`src/adc_if_defs.svh`:
```
// sizing of the capture datapath
// conversion timing and AXI4-Lite register map offsets

`ifndef ADC_IF_DEFS_SVH
`define ADC_IF_DEFS_SVH

// sample width and lane setup
`define ADC_RESOLUTION     18
`define ADC_TWO_LANES      1
`define ADC_FRAME_BITS     (`ADC_RESOLUTION / (`ADC_TWO_LANES + 1))

// clocks from cnv to the first gated bit clock
`define ADC_TCONV_CYCLES   4
`define ADC_MIN_PERIOD     (1 + `ADC_TCONV_CYCLES + `ADC_FRAME_BITS + 2)

// register byte offsets
`define ADC_REG_CTRL       16'h0000
`define ADC_REG_PERIOD     16'h0004
`define ADC_REG_STATUS     16'h0008
`define ADC_REG_SAMPLE     16'h000C
`define ADC_REG_COUNT      16'h0010
`define ADC_REG_VERSION    16'h0014
`define ADC_VERSION        32'h0001_0200

`endif

```
`src/adc_if_pkg.sv`:
```
// shared types of the capture subsystem
// sample, period, count and register bus words plus the timer states

`include "adc_if_defs.svh"

package adc_if_pkg;

  // one converted code
  typedef logic [`ADC_RESOLUTION-1:0] adc_sample_t;

  // conversion period in s_axi_aclk cycles
  typedef logic [15:0] adc_period_t;

  // running number of captured samples
  typedef logic [31:0] adc_count_t;

  // register byte address and register word
  typedef logic [15:0] axi_addr_t;
  typedef logic [31:0] axi_data_t;

  // conversion timer FSM
  typedef enum logic [2:0] {
    IDLE    = 3'd0,
    CNV     = 3'd1,
    CONVERT = 3'd2,
    GATE    = 3'd3,
    HOLD    = 3'd4
  } cnv_state_t;

endpackage

```
`src/adc_ctrl_if.sv`:
```
// control and status bundle between register block and datapath

`timescale 1ns/1ps

interface adc_ctrl_if;

  // software controls
  logic                    enable;
  adc_if_pkg::adc_period_t period;

  // datapath status
  logic                    frame_active;
  adc_if_pkg::adc_sample_t sample;
  logic                    sample_valid;

  // register block owns the controls and watches everything else
  modport regmap (
    output enable, period,
    input  sample, sample_valid, frame_active
  );

  // timer runs from the controls and flags a frame in flight
  modport timer (
    input  enable, period,
    output frame_active
  );

  // deserializer hands out finished samples
  modport deser (output sample, sample_valid);

endinterface

```
`src/adc_cnv_timer.sv`:
```
// conversion timer
// cnv pulse, conversion wait and gated bit clock window per period

`timescale 1ns/1ps

`include "adc_if_defs.svh"

module adc_cnv_timer (
  input  logic      s_axi_aclk,
  input  logic      rst,
  adc_ctrl_if.timer ctrl,
  output logic      cnv,
  output logic      clk_gate
);

  // down-counter loads, convert state is entered one cycle after cnv
  localparam logic [7:0] conv_load  = 8'(`ADC_TCONV_CYCLES - 2);
  localparam logic [7:0] frame_load = 8'(`ADC_FRAME_BITS - 1);

  adc_if_pkg::cnv_state_t  state;
  adc_if_pkg::cnv_state_t  state_next;
  logic [7:0]              step_cnt;
  adc_if_pkg::adc_period_t period_cnt;

  // ****************************
  // next state
  // ****************************
  always_comb begin
    state_next = state;
    case (state)
      adc_if_pkg::IDLE: begin
        if (ctrl.enable) begin
          state_next = adc_if_pkg::CNV;
        end
      end
      adc_if_pkg::CNV: state_next = adc_if_pkg::CONVERT;
      adc_if_pkg::CONVERT: begin
        if (step_cnt == 8'd0) begin
          state_next = adc_if_pkg::GATE;
        end
      end
      adc_if_pkg::GATE: begin
        if (step_cnt == 8'd0) begin
          state_next = adc_if_pkg::HOLD;
        end
      end
      adc_if_pkg::HOLD: begin
        // end of period, a cleared enable stops here
        if (period_cnt == '0) begin
          state_next = ctrl.enable ? adc_if_pkg::CNV : adc_if_pkg::IDLE;
        end
      end
      default: state_next = adc_if_pkg::IDLE;
    endcase
  end

  // ****************************
  // state and counters
  // ****************************
  always_ff @(posedge s_axi_aclk) begin
    if (rst) begin
      state      <= adc_if_pkg::IDLE;
      step_cnt   <= '0;
      period_cnt <= '0;
    end else begin
      state <= state_next;
      // period counter reads period-1 in the cnv cycle and hits zero in the last one
      if (state_next == adc_if_pkg::CNV) begin
        period_cnt <= ctrl.period - 16'd1;
      end else if (period_cnt != '0) begin
        period_cnt <= period_cnt - 16'd1;
      end
      // one counter shared by the conversion wait and the gate window
      if (state == adc_if_pkg::CNV) begin
        step_cnt <= conv_load;
      end else if (state == adc_if_pkg::CONVERT && step_cnt == 8'd0) begin
        step_cnt <= frame_load;
      end else if (step_cnt != 8'd0) begin
        step_cnt <= step_cnt - 8'd1;
      end
    end
  end

  // moore outputs straight from the state register
  assign cnv               = (state == adc_if_pkg::CNV);
  assign clk_gate          = (state == adc_if_pkg::GATE);
  assign ctrl.frame_active = (state == adc_if_pkg::CNV) || (state == adc_if_pkg::CONVERT) ||
                             (state == adc_if_pkg::GATE);

  // gate opens only after the full conversion time and never during cnv
  a_cnv_gate_apart: assert property (@(posedge s_axi_aclk) disable iff (rst)
    !(cnv && clk_gate));
  a_gate_after_tconv: assert property (@(posedge s_axi_aclk) disable iff (rst)
    $rose(clk_gate) |-> $past(cnv, `ADC_TCONV_CYCLES));

endmodule

```
`src/adc_lane_deser.sv`:
```
// lane deserializer
// shifts da/db during the gated frame and emits one sample per frame

`timescale 1ns/1ps

`include "adc_if_defs.svh"

module adc_lane_deser (
  input  logic      s_axi_aclk,
  input  logic      rst,
  input  logic      clk_gate,
  input  logic      da,
  input  logic      db,
  adc_ctrl_if.deser ctrl
);

  localparam int         res      = `ADC_RESOLUTION;
  localparam logic [4:0] last_bit = 5'(`ADC_FRAME_BITS - 1);

  logic                    gate_q;
  logic [4:0]              bit_cnt;
  adc_if_pkg::adc_sample_t shift_q;
  adc_if_pkg::adc_sample_t shift_next;
  adc_if_pkg::adc_sample_t sample_q;
  logic                    valid_q;

  // ****************************
  // shift path
  // ****************************
  // msb first, da holds the odd bit of each pair
  always_comb begin
    if (`ADC_TWO_LANES != 0) begin
      shift_next = {shift_q[res-3:0], da, db};
    end else begin
      shift_next = {shift_q[res-2:0], da};
    end
  end

  // bits arrive one edge behind the gate so sample on the delayed copy
  always_ff @(posedge s_axi_aclk) begin
    if (gate_q) begin
      shift_q <= shift_next;
    end
    // frame end grabs the last pair directly
    if (gate_q && bit_cnt == last_bit) begin
      sample_q <= shift_next;
    end
  end

  // ****************************
  // frame control
  // ****************************
  always_ff @(posedge s_axi_aclk) begin
    if (rst) begin
      gate_q  <= 1'b0;
      bit_cnt <= '0;
      valid_q <= 1'b0;
    end else begin
      gate_q  <= clk_gate;
      valid_q <= gate_q && (bit_cnt == last_bit);
      // restart count whenever the gate is idle
      if (!gate_q || bit_cnt == last_bit) begin
        bit_cnt <= '0;
      end else begin
        bit_cnt <= bit_cnt + 5'd1;
      end
    end
  end

  assign ctrl.sample       = sample_q;
  assign ctrl.sample_valid = valid_q;

  // one pulse per frame
  a_valid_single: assert property (@(posedge s_axi_aclk) disable iff (rst)
    ctrl.sample_valid |=> !ctrl.sample_valid);

endmodule

```
`src/axi_adc_regmap.sv`:
```
// AXI4-Lite register block
// control, clamped period, status with sticky overflow, last sample, count, version

`timescale 1ns/1ps

`include "adc_if_defs.svh"

module axi_adc_regmap (
  input  logic                  s_axi_aclk,
  input  logic                  rst,
  input  logic                  s_axi_awvalid,
  input  adc_if_pkg::axi_addr_t s_axi_awaddr,
  output logic                  s_axi_awready,
  input  logic                  s_axi_wvalid,
  input  adc_if_pkg::axi_data_t s_axi_wdata,
  output logic                  s_axi_wready,
  output logic                  s_axi_bvalid,
  output logic [1:0]            s_axi_bresp,
  input  logic                  s_axi_bready,
  input  logic                  s_axi_arvalid,
  input  adc_if_pkg::axi_addr_t s_axi_araddr,
  output logic                  s_axi_arready,
  output logic                  s_axi_rvalid,
  output logic [1:0]            s_axi_rresp,
  output adc_if_pkg::axi_data_t s_axi_rdata,
  input  logic                  s_axi_rready,
  input  logic                  adc_dovf,
  adc_ctrl_if.regmap            ctrl
);

  localparam adc_if_pkg::adc_period_t min_period = 16'(`ADC_MIN_PERIOD);

  logic                    wr_start;
  logic                    wr_en;
  logic                    rd_start;
  logic                    rd_en;
  logic                    enable_q;
  adc_if_pkg::adc_period_t period_q;
  adc_if_pkg::adc_period_t period_wr;
  logic                    ovf_q;
  adc_if_pkg::adc_sample_t last_sample;
  adc_if_pkg::adc_count_t  sample_cnt;
  adc_if_pkg::axi_data_t   rd_word;

  // ****************************
  // write channel
  // ****************************
  // accept only when address and data are both there and no response is pending
  assign wr_start = s_axi_awvalid && s_axi_wvalid && !s_axi_awready && !s_axi_bvalid;
  assign wr_en    = s_axi_awready && s_axi_awvalid && s_axi_wvalid;

  always_ff @(posedge s_axi_aclk) begin
    if (rst) begin
      s_axi_awready <= 1'b0;
      s_axi_wready  <= 1'b0;
      s_axi_bvalid  <= 1'b0;
    end else begin
      s_axi_awready <= wr_start;
      s_axi_wready  <= wr_start;
      if (wr_en) begin
        s_axi_bvalid <= 1'b1;
      end else if (s_axi_bready) begin
        s_axi_bvalid <= 1'b0;
      end
    end
  end

  // short periods are raised to the minimum
  assign period_wr = (s_axi_wdata[15:0] < min_period) ? min_period : s_axi_wdata[15:0];

  // ****************************
  // registers
  // ****************************
  always_ff @(posedge s_axi_aclk) begin
    if (rst) begin
      enable_q    <= 1'b0;
      period_q    <= min_period;
      ovf_q       <= 1'b0;
      last_sample <= '0;
      sample_cnt  <= '0;
    end else begin
      if (wr_en && s_axi_awaddr == `ADC_REG_CTRL) begin
        enable_q <= s_axi_wdata[0];
      end
      if (wr_en && s_axi_awaddr == `ADC_REG_PERIOD) begin
        period_q <= period_wr;
      end
      // overflow set wins over a clear in the same cycle
      if (adc_dovf) begin
        ovf_q <= 1'b1;
      end else if (wr_en && s_axi_awaddr == `ADC_REG_STATUS && s_axi_wdata[0]) begin
        ovf_q <= 1'b0;
      end
      if (ctrl.sample_valid) begin
        last_sample <= ctrl.sample;
        sample_cnt  <= sample_cnt + 32'd1;
      end
    end
  end

  assign ctrl.enable = enable_q;
  assign ctrl.period = period_q;

  // ****************************
  // read channel
  // ****************************
  assign rd_start = s_axi_arvalid && !s_axi_arready && !s_axi_rvalid;
  assign rd_en    = s_axi_arready && s_axi_arvalid;

  always_comb begin
    case (s_axi_araddr)
      `ADC_REG_CTRL:    rd_word = {31'd0, enable_q};
      `ADC_REG_PERIOD:  rd_word = {16'd0, period_q};
      `ADC_REG_STATUS:  rd_word = {30'd0, ctrl.frame_active, ovf_q};
      `ADC_REG_SAMPLE:  rd_word = adc_if_pkg::axi_data_t'(last_sample);
      `ADC_REG_COUNT:   rd_word = sample_cnt;
      `ADC_REG_VERSION: rd_word = `ADC_VERSION;
      default:          rd_word = '0;
    endcase
  end

  always_ff @(posedge s_axi_aclk) begin
    if (rst) begin
      s_axi_arready <= 1'b0;
      s_axi_rvalid  <= 1'b0;
    end else begin
      s_axi_arready <= rd_start;
      if (rd_en) begin
        s_axi_rvalid <= 1'b1;
      end else if (s_axi_rready) begin
        s_axi_rvalid <= 1'b0;
      end
    end
  end

  // read word is payload and latched at the address handshake
  always_ff @(posedge s_axi_aclk) begin
    if (rd_en) begin
      s_axi_rdata <= rd_word;
    end
  end

  // always OKAY
  assign s_axi_bresp = 2'b00;
  assign s_axi_rresp = 2'b00;

  // a write response is never withdrawn before the master takes it
  a_bvalid_hold: assert property (@(posedge s_axi_aclk) disable iff (rst)
    s_axi_bvalid && !s_axi_bready |=> s_axi_bvalid);

endmodule

```
`src/adc_if_top.sv`:
```
// capture subsystem top level
// conversion timer, lane deserializer and AXI4-Lite registers on one clock

`timescale 1ns/1ps

module adc_if_top (
  input  logic                    s_axi_aclk,
  input  logic                    rst,
  input  logic                    s_axi_awvalid,
  input  adc_if_pkg::axi_addr_t   s_axi_awaddr,
  output logic                    s_axi_awready,
  input  logic                    s_axi_wvalid,
  input  adc_if_pkg::axi_data_t   s_axi_wdata,
  output logic                    s_axi_wready,
  output logic                    s_axi_bvalid,
  output logic [1:0]              s_axi_bresp,
  input  logic                    s_axi_bready,
  input  logic                    s_axi_arvalid,
  input  adc_if_pkg::axi_addr_t   s_axi_araddr,
  output logic                    s_axi_arready,
  output logic                    s_axi_rvalid,
  output logic [1:0]              s_axi_rresp,
  output adc_if_pkg::axi_data_t   s_axi_rdata,
  input  logic                    s_axi_rready,
  input  logic                    adc_dovf,
  input  logic                    da,
  input  logic                    db,
  output logic                    cnv,
  output logic                    clk_gate,
  output logic                    adc_valid,
  output adc_if_pkg::adc_sample_t adc_data
);

  // control and status between the three blocks
  adc_ctrl_if u_ctrl ();

  adc_cnv_timer u_timer (
    .s_axi_aclk (s_axi_aclk),
    .rst        (rst),
    .ctrl       (u_ctrl.timer),
    .cnv        (cnv),
    .clk_gate   (clk_gate)
  );

  adc_lane_deser u_deser (
    .s_axi_aclk (s_axi_aclk),
    .rst        (rst),
    .clk_gate   (clk_gate),
    .da         (da),
    .db         (db),
    .ctrl       (u_ctrl.deser)
  );

  axi_adc_regmap u_regmap (
    .s_axi_aclk          (s_axi_aclk),
    .rst                 (rst),
    .s_axi_awvalid       (s_axi_awvalid),
    .s_axi_awaddr        (s_axi_awaddr),
    .s_axi_awready       (s_axi_awready),
    .s_axi_wvalid        (s_axi_wvalid),
    .s_axi_wdata         (s_axi_wdata),
    .s_axi_wready        (s_axi_wready),
    .s_axi_bvalid        (s_axi_bvalid),
    .s_axi_bresp         (s_axi_bresp),
    .s_axi_bready        (s_axi_bready),
    .s_axi_arvalid       (s_axi_arvalid),
    .s_axi_araddr        (s_axi_araddr),
    .s_axi_arready       (s_axi_arready),
    .s_axi_rvalid        (s_axi_rvalid),
    .s_axi_rresp         (s_axi_rresp),
    .s_axi_rdata         (s_axi_rdata),
    .s_axi_rready        (s_axi_rready),
    .adc_dovf            (adc_dovf),
    .ctrl                (u_ctrl.regmap)
  );

  // sample stream to the DMA
  assign adc_valid = u_ctrl.sample_valid;
  assign adc_data  = u_ctrl.sample;

endmodule

```
`config.mk`:
```
export PLATFORM = sky130hd
export DESIGN_NAME = adc_if_top
export DESIGN_NICKNAME = d
export VERILOG_FILES = /design/src/adc_if_pkg.sv /design/src/adc_ctrl_if.sv /design/src/adc_cnv_timer.sv /design/src/adc_lane_deser.sv /design/src/axi_adc_regmap.sv /design/src/adc_if_top.sv
export VERILOG_INCLUDE_DIRS = /design/src
export SDC_FILE = /design/constraint.sdc
export NUM_CORES = 1
export LEC_CHECK = 0
export BUFFER_PORTS_ARGS = -buffer_cell sky130_fd_sc_hd__buf_2
export CAP_MARGIN = 25
export CORE_UTILIZATION = 38
export DETAILED_ROUTE_END_ITERATION = 8
export PLACE_DENSITY = 0.56
export SLEW_MARGIN = 20
export SYNTH_ARGS = -nofsm -noshare
export SYNTH_HDL_FRONTEND = slang
export SYNTH_SLANG_ARGS = --single-unit
```
`constraint.sdc`:
```
create_clock -name s_axi_aclk -period 10.2 [get_ports s_axi_aclk]
set_input_delay 1.53 -clock s_axi_aclk [delete_from_list [all_inputs] [get_ports s_axi_aclk]]
set_output_delay 1.53 -clock s_axi_aclk [all_outputs]
set_load 0.02 [all_outputs]
```
==> impl_summary.txt <==
----------------------------------------------------
[Cells and area]
  Cell Count, Final, Fillers Out ... about 1,100
  Area used by sequential logic in the layout ... slightly above 4000 sq um
  Area of combinational cells with multiple inputs ... between 3000 and 4000 sq um
  Area growth from synthesis to layout ... 19.1%
  Share of final-layout standard cells stronger than drive strength 1 ... 0.211
  Cell area after layout ... approximately 9000 sq um
  Diode insertion count for antenna repair ... 0
  Fin util ... 0.465
  Count of filler cells inserted in the layout ... roughly 1,800
  Net count of the finished layout ... between 800 and 900

[Setup path]
  Critical Path Slowest Stage Cell ... or4b_2
  Crit Path Max Fanout ... 30
  List of cells traversed by the critical path ... or4_1 > nor3_1 > a41oi_2 > buf_4 > mux2i_1 > ha_1 > or4b_2 > nor4_1 > xnor2_1 > nor2_1 > a211oi_1
  Element type at the critical path end ... flip-flop
  CP Buf/Inv Count ... 1
  Required @ worst endpoint ... 10.53 ns
  CP delay by family, top ... simple AND/OR/NAND/NOR gates
  Worst Reg-to-Reg Cells ... 11
  Logic depth of the worst path, buffers included ... 11
  Data arrival time at the worst-slack endpoint ... ~4.5 ns
  Kind of critical path ... reg2reg
  Critical Path Source Type ... flip-flop
  Highest cell delay on the worst timing path ... just over 0.7 ns

[Placed design]
  Final weighted congestion in routability-driven placement ... between 0.8 and 0.9
  Instance area at placement ... approximately 8000 sq um
  Hpwl dp ... ~12,000 um
  Port Buffer Count ... 115
  Post-Place Cells ... between 1,000 and 1,500

[Synth]
  Top FF cell, synth ... dfxtp_1
  Mux cell area share after synthesis ... 0.0569
  Cell with the most instances after synthesis ... dfxtp_1
  Synthesized instance count ... 700
  Post-synth cell types ... 56
  Leading cell types by total area after synthesis ... dfxtp_1 (29%), edfxtp_1 (27%), nor2_1 (5.2%)
  Seq/Total Area, Yosys ... 0.558
  Post-synthesis compound-gate area fraction ... 0.0774
  Post-synthesis adder-cell area fraction ... 0.0102
  Average footprint of a synthesized cell ... roughly 11 sq um
  Most frequent cells after synthesis ... dfxtp_1 (106), nor2_1 (102), edfxtp_1 (66), mux2i_1 (35), inv_1 (29)
  Area fraction of the dominant cell type after synthesis ... 0.289
  Number of flops mapped to enable cells by yosys ... 66
  Largest area contributor in the synthesized netlist ... dfxtp_1
  Total of flip-flops plus latches after synthesis ... 172
  Fraction of registers with async set/reset ... 0
  Simple-gate share of the synthesized area ... 0.202
  YS warnings ... 0
  Post-synthesis cell area ... 7350 sq um
  Synth Area in XOR/XNOR ... 0.0572
  Main combinational cell family by area after synthesis ... simple AND/OR/NAND/NOR gates

[Routing]
  Detailed Routing Iterations Pass 1 ... 6
  Number of routed nets with antenna violations ... 0
  Detail Route met3 WL ... around 1100 um
  DRT Wirelength ... approximately 17,000 um
  Number of DRC violations after detailed routing ... 0
  Routed wirelength normalized by instance count ... 15.8 um
  Per-cell via count in the routed design ... 5.16
  Max Used Layer ... met5
  Met2 routed WL ... ~7600 um
  First-iteration detailed-routing DRC count ... approximately 390
  Via count of the routed design ... between 5,000 and 6,000
  Post-Route M1 WL ... 8100 um

[STA]
  RSZ-0062 raised after global routing ... no
  Post-route fraction of the period consumed by the critical path ... 0.404
  Slew at the pin closest to its max-slew limit ... approximately 0.96 ns
  Endpoints failing hold ... 0
  Final Max Tran Viols ... 0
  Endpoints failing setup ... 0
  Highest clock rate ... 0.243 GHz
  Final sum of negative setup slack ... 0 ns
  Maximum clock skew at final layout ... approximately 0.011 ns
  Final min period ... 4.12 ns
  Remaining max-slew budget at the tightest pin ... 0.362

[Floorplan]
  Total I/O pin count ... between 100 and 150
  Die W ... roughly 140 um
  Floorplan die area ... between 15,000 and 20,000 sq um
  # rows ... 50
  Core region area ... ~19,000 sq um
  Starting density of the core ... 0.390
  Floorplan die height ... ~140 um

[Clock network]
  Total clock buffers created by CTS ... 17
  Number of buffers added to fix hold violations after cts ... 0
  CTS sink cnt ... between 150 and 200
  Post-CTS Setup Repair Bufs ... 0
  CTS tree ... built
  Maximum clock path buffer count ... 2
  Root buffer selected by CTS ... clkbuf_16
  Number of instances resized during post-cts repair ... 0
  Clock network latency to the later pin of the worst-skew pair ... roughly 0.43 ns
  Clock-pin slew reported for the worst setup and hold paths after clock tree synthesis ... roughly 0.070 ns
  CTS H-tree depth ... 4

[Run]
  Count of max-cap constraint violations ... 0

[GRT]
  Antenna violations before repair ... 1
  Global-route wire length before repair ... around 27,000 um
  Total global routing track utilization ... 0.177
  Total gr overflow ... 0
  Via count of the first global-routing pass ... around 5,200
  Maximum number of pins on one net before global-route repair ... between 80 and 90

[Pwr]
  Pwr Density ... 191 nW/um^2
  VDD IR max ... 0.130 mV
  Leak pwr ... 0.00331 uW
  Power after layout ... 1680 uW

[Worst hold path]
  Instance count along the most critical hold path ... 0
  Worst hold-check path type ... reg2reg

[Outcome]
  Run status ... finished, final reports clean

----------------------------------------------------
==> final timing paths <==
path	from	endpoint	slack, ns
max	u_timer.period_cnt[0]	u_timer.period_cnt[14]	6.08
min	u_deser.shift_q[14]	u_deser.ctrl.sample[16]	0.42
max reg2reg	u_timer.period_cnt[0]	u_timer.period_cnt[14]	6.08
min reg2reg	u_deser.shift_q[14]	u_deser.ctrl.sample[16]	0.42
==> stage by stage <==
step / hold slack (ns) / worst slack (ns)
6_report: 0.425 / 6.08
4_1_cts: 0.423 / 6.09
3_5_place_dp: 0.407 / 6.12
3_3_place_gp: 0.403 / 6.26
2_1_floorplan: 0.400 / 6.59
5_1_grt: 0.428 / 5.87
==> state kept, by name, indices dropped and copies added, names as in the netlist <==
name,flops
u_deser.bit_cnt,5
u_deser.ctrl.sample,18
u_deser.ctrl.sample_valid,1
u_deser.gate_q,1
u_deser.shift_q,16
u_regmap.ctrl.enable,1
u_regmap.ctrl.period,16
u_regmap.last_sample,18
u_regmap.ovf_q,1
u_regmap.s_axi_arready,1
u_regmap.s_axi_awready,1
u_regmap.s_axi_bvalid,1
u_regmap.s_axi_rdata,32
u_regmap.s_axi_rvalid,1
u_regmap.sample_cnt,32
u_timer.period_cnt,16
u_timer.state,3
u_timer.step_cnt,8
==> metal layers <==
metal / up-vias / global-route usage
li1: 2725 / -
met1: 2636 / 0.239
met2: 194 / 0.276
met3: 20 / 0.0448
met4: 2 / 0.0606
met5: - / 0
==> cell usage in the layout (no fill, tap or decap), types with 3 or more instances in the layout <==
| cell | instances |
|---|---|
| buf_2 | 115 |
| o21ai_0 | 11 |
| dfxtp_1 | 106 |
| or3_1 | 10 |
| or2_2 | 3 |
| inv_1 | 29 |
| xnor2_1 | 28 |
| nor4b_1 | 4 |
| xor2_1 | 20 |
| nor3_1 | 18 |
| ha_1 | 6 |
| a222oi_1 | 13 |
| nand2b_1 | 11 |
| inv_6 | 4 |
| conb_1 | 4 |
| clkbuf_16 | 17 |
| a21oi_1 | 21 |
| and4_1 | 4 |
| nor2_1 | 102 |
| nor3b_1 | 4 |
| nand2_1 | 27 |
| edfxtp_1 | 66 |
| a211oi_1 | 13 |
| nor4_1 | 24 |
| inv_8 | 5 |
| a21o_1 | 3 |
| or4_1 | 7 |
| nand3b_1 | 3 |
| buf_4 | 10 |
| and2_1 | 16 |
| mux2_2 | 4 |
| a22o_1 | 3 |
| nor2b_1 | 6 |
| nand4_1 | 5 |
| and3_1 | 6 |
| mux2i_1 | 35 |
| o31ai_1 | 3 |
| nand3_1 | 24 |
==> logic make-up after synthesis <==
group                      Yosys count
and+or+nand+nor                    285
other                                1
adders and majority gates            6
muxes                               40
AOI/OAI and AO/OA                   80
buffers and inverters               68
xor gates and xnor gates            48
DFF                                172
==> power by group <==
group          switching [uW]  leakage, uW  internal (uW)
Combinational             155      0.00157            123
Sequential               33.9      0.00147            750
Clock                     292     0.000269            323
==> layout make-up <==
cell class              count  share of cell area
flip-flops and latches    172               0.469
multi-input cells         463               0.344
repair buffers            125              0.0743
clock buffers              18              0.0490
well taps                 260              0.0371
clock inverters            14              0.0146
inverters                  29              0.0124
Note: power is estimated with default switching activity, not from simulation.
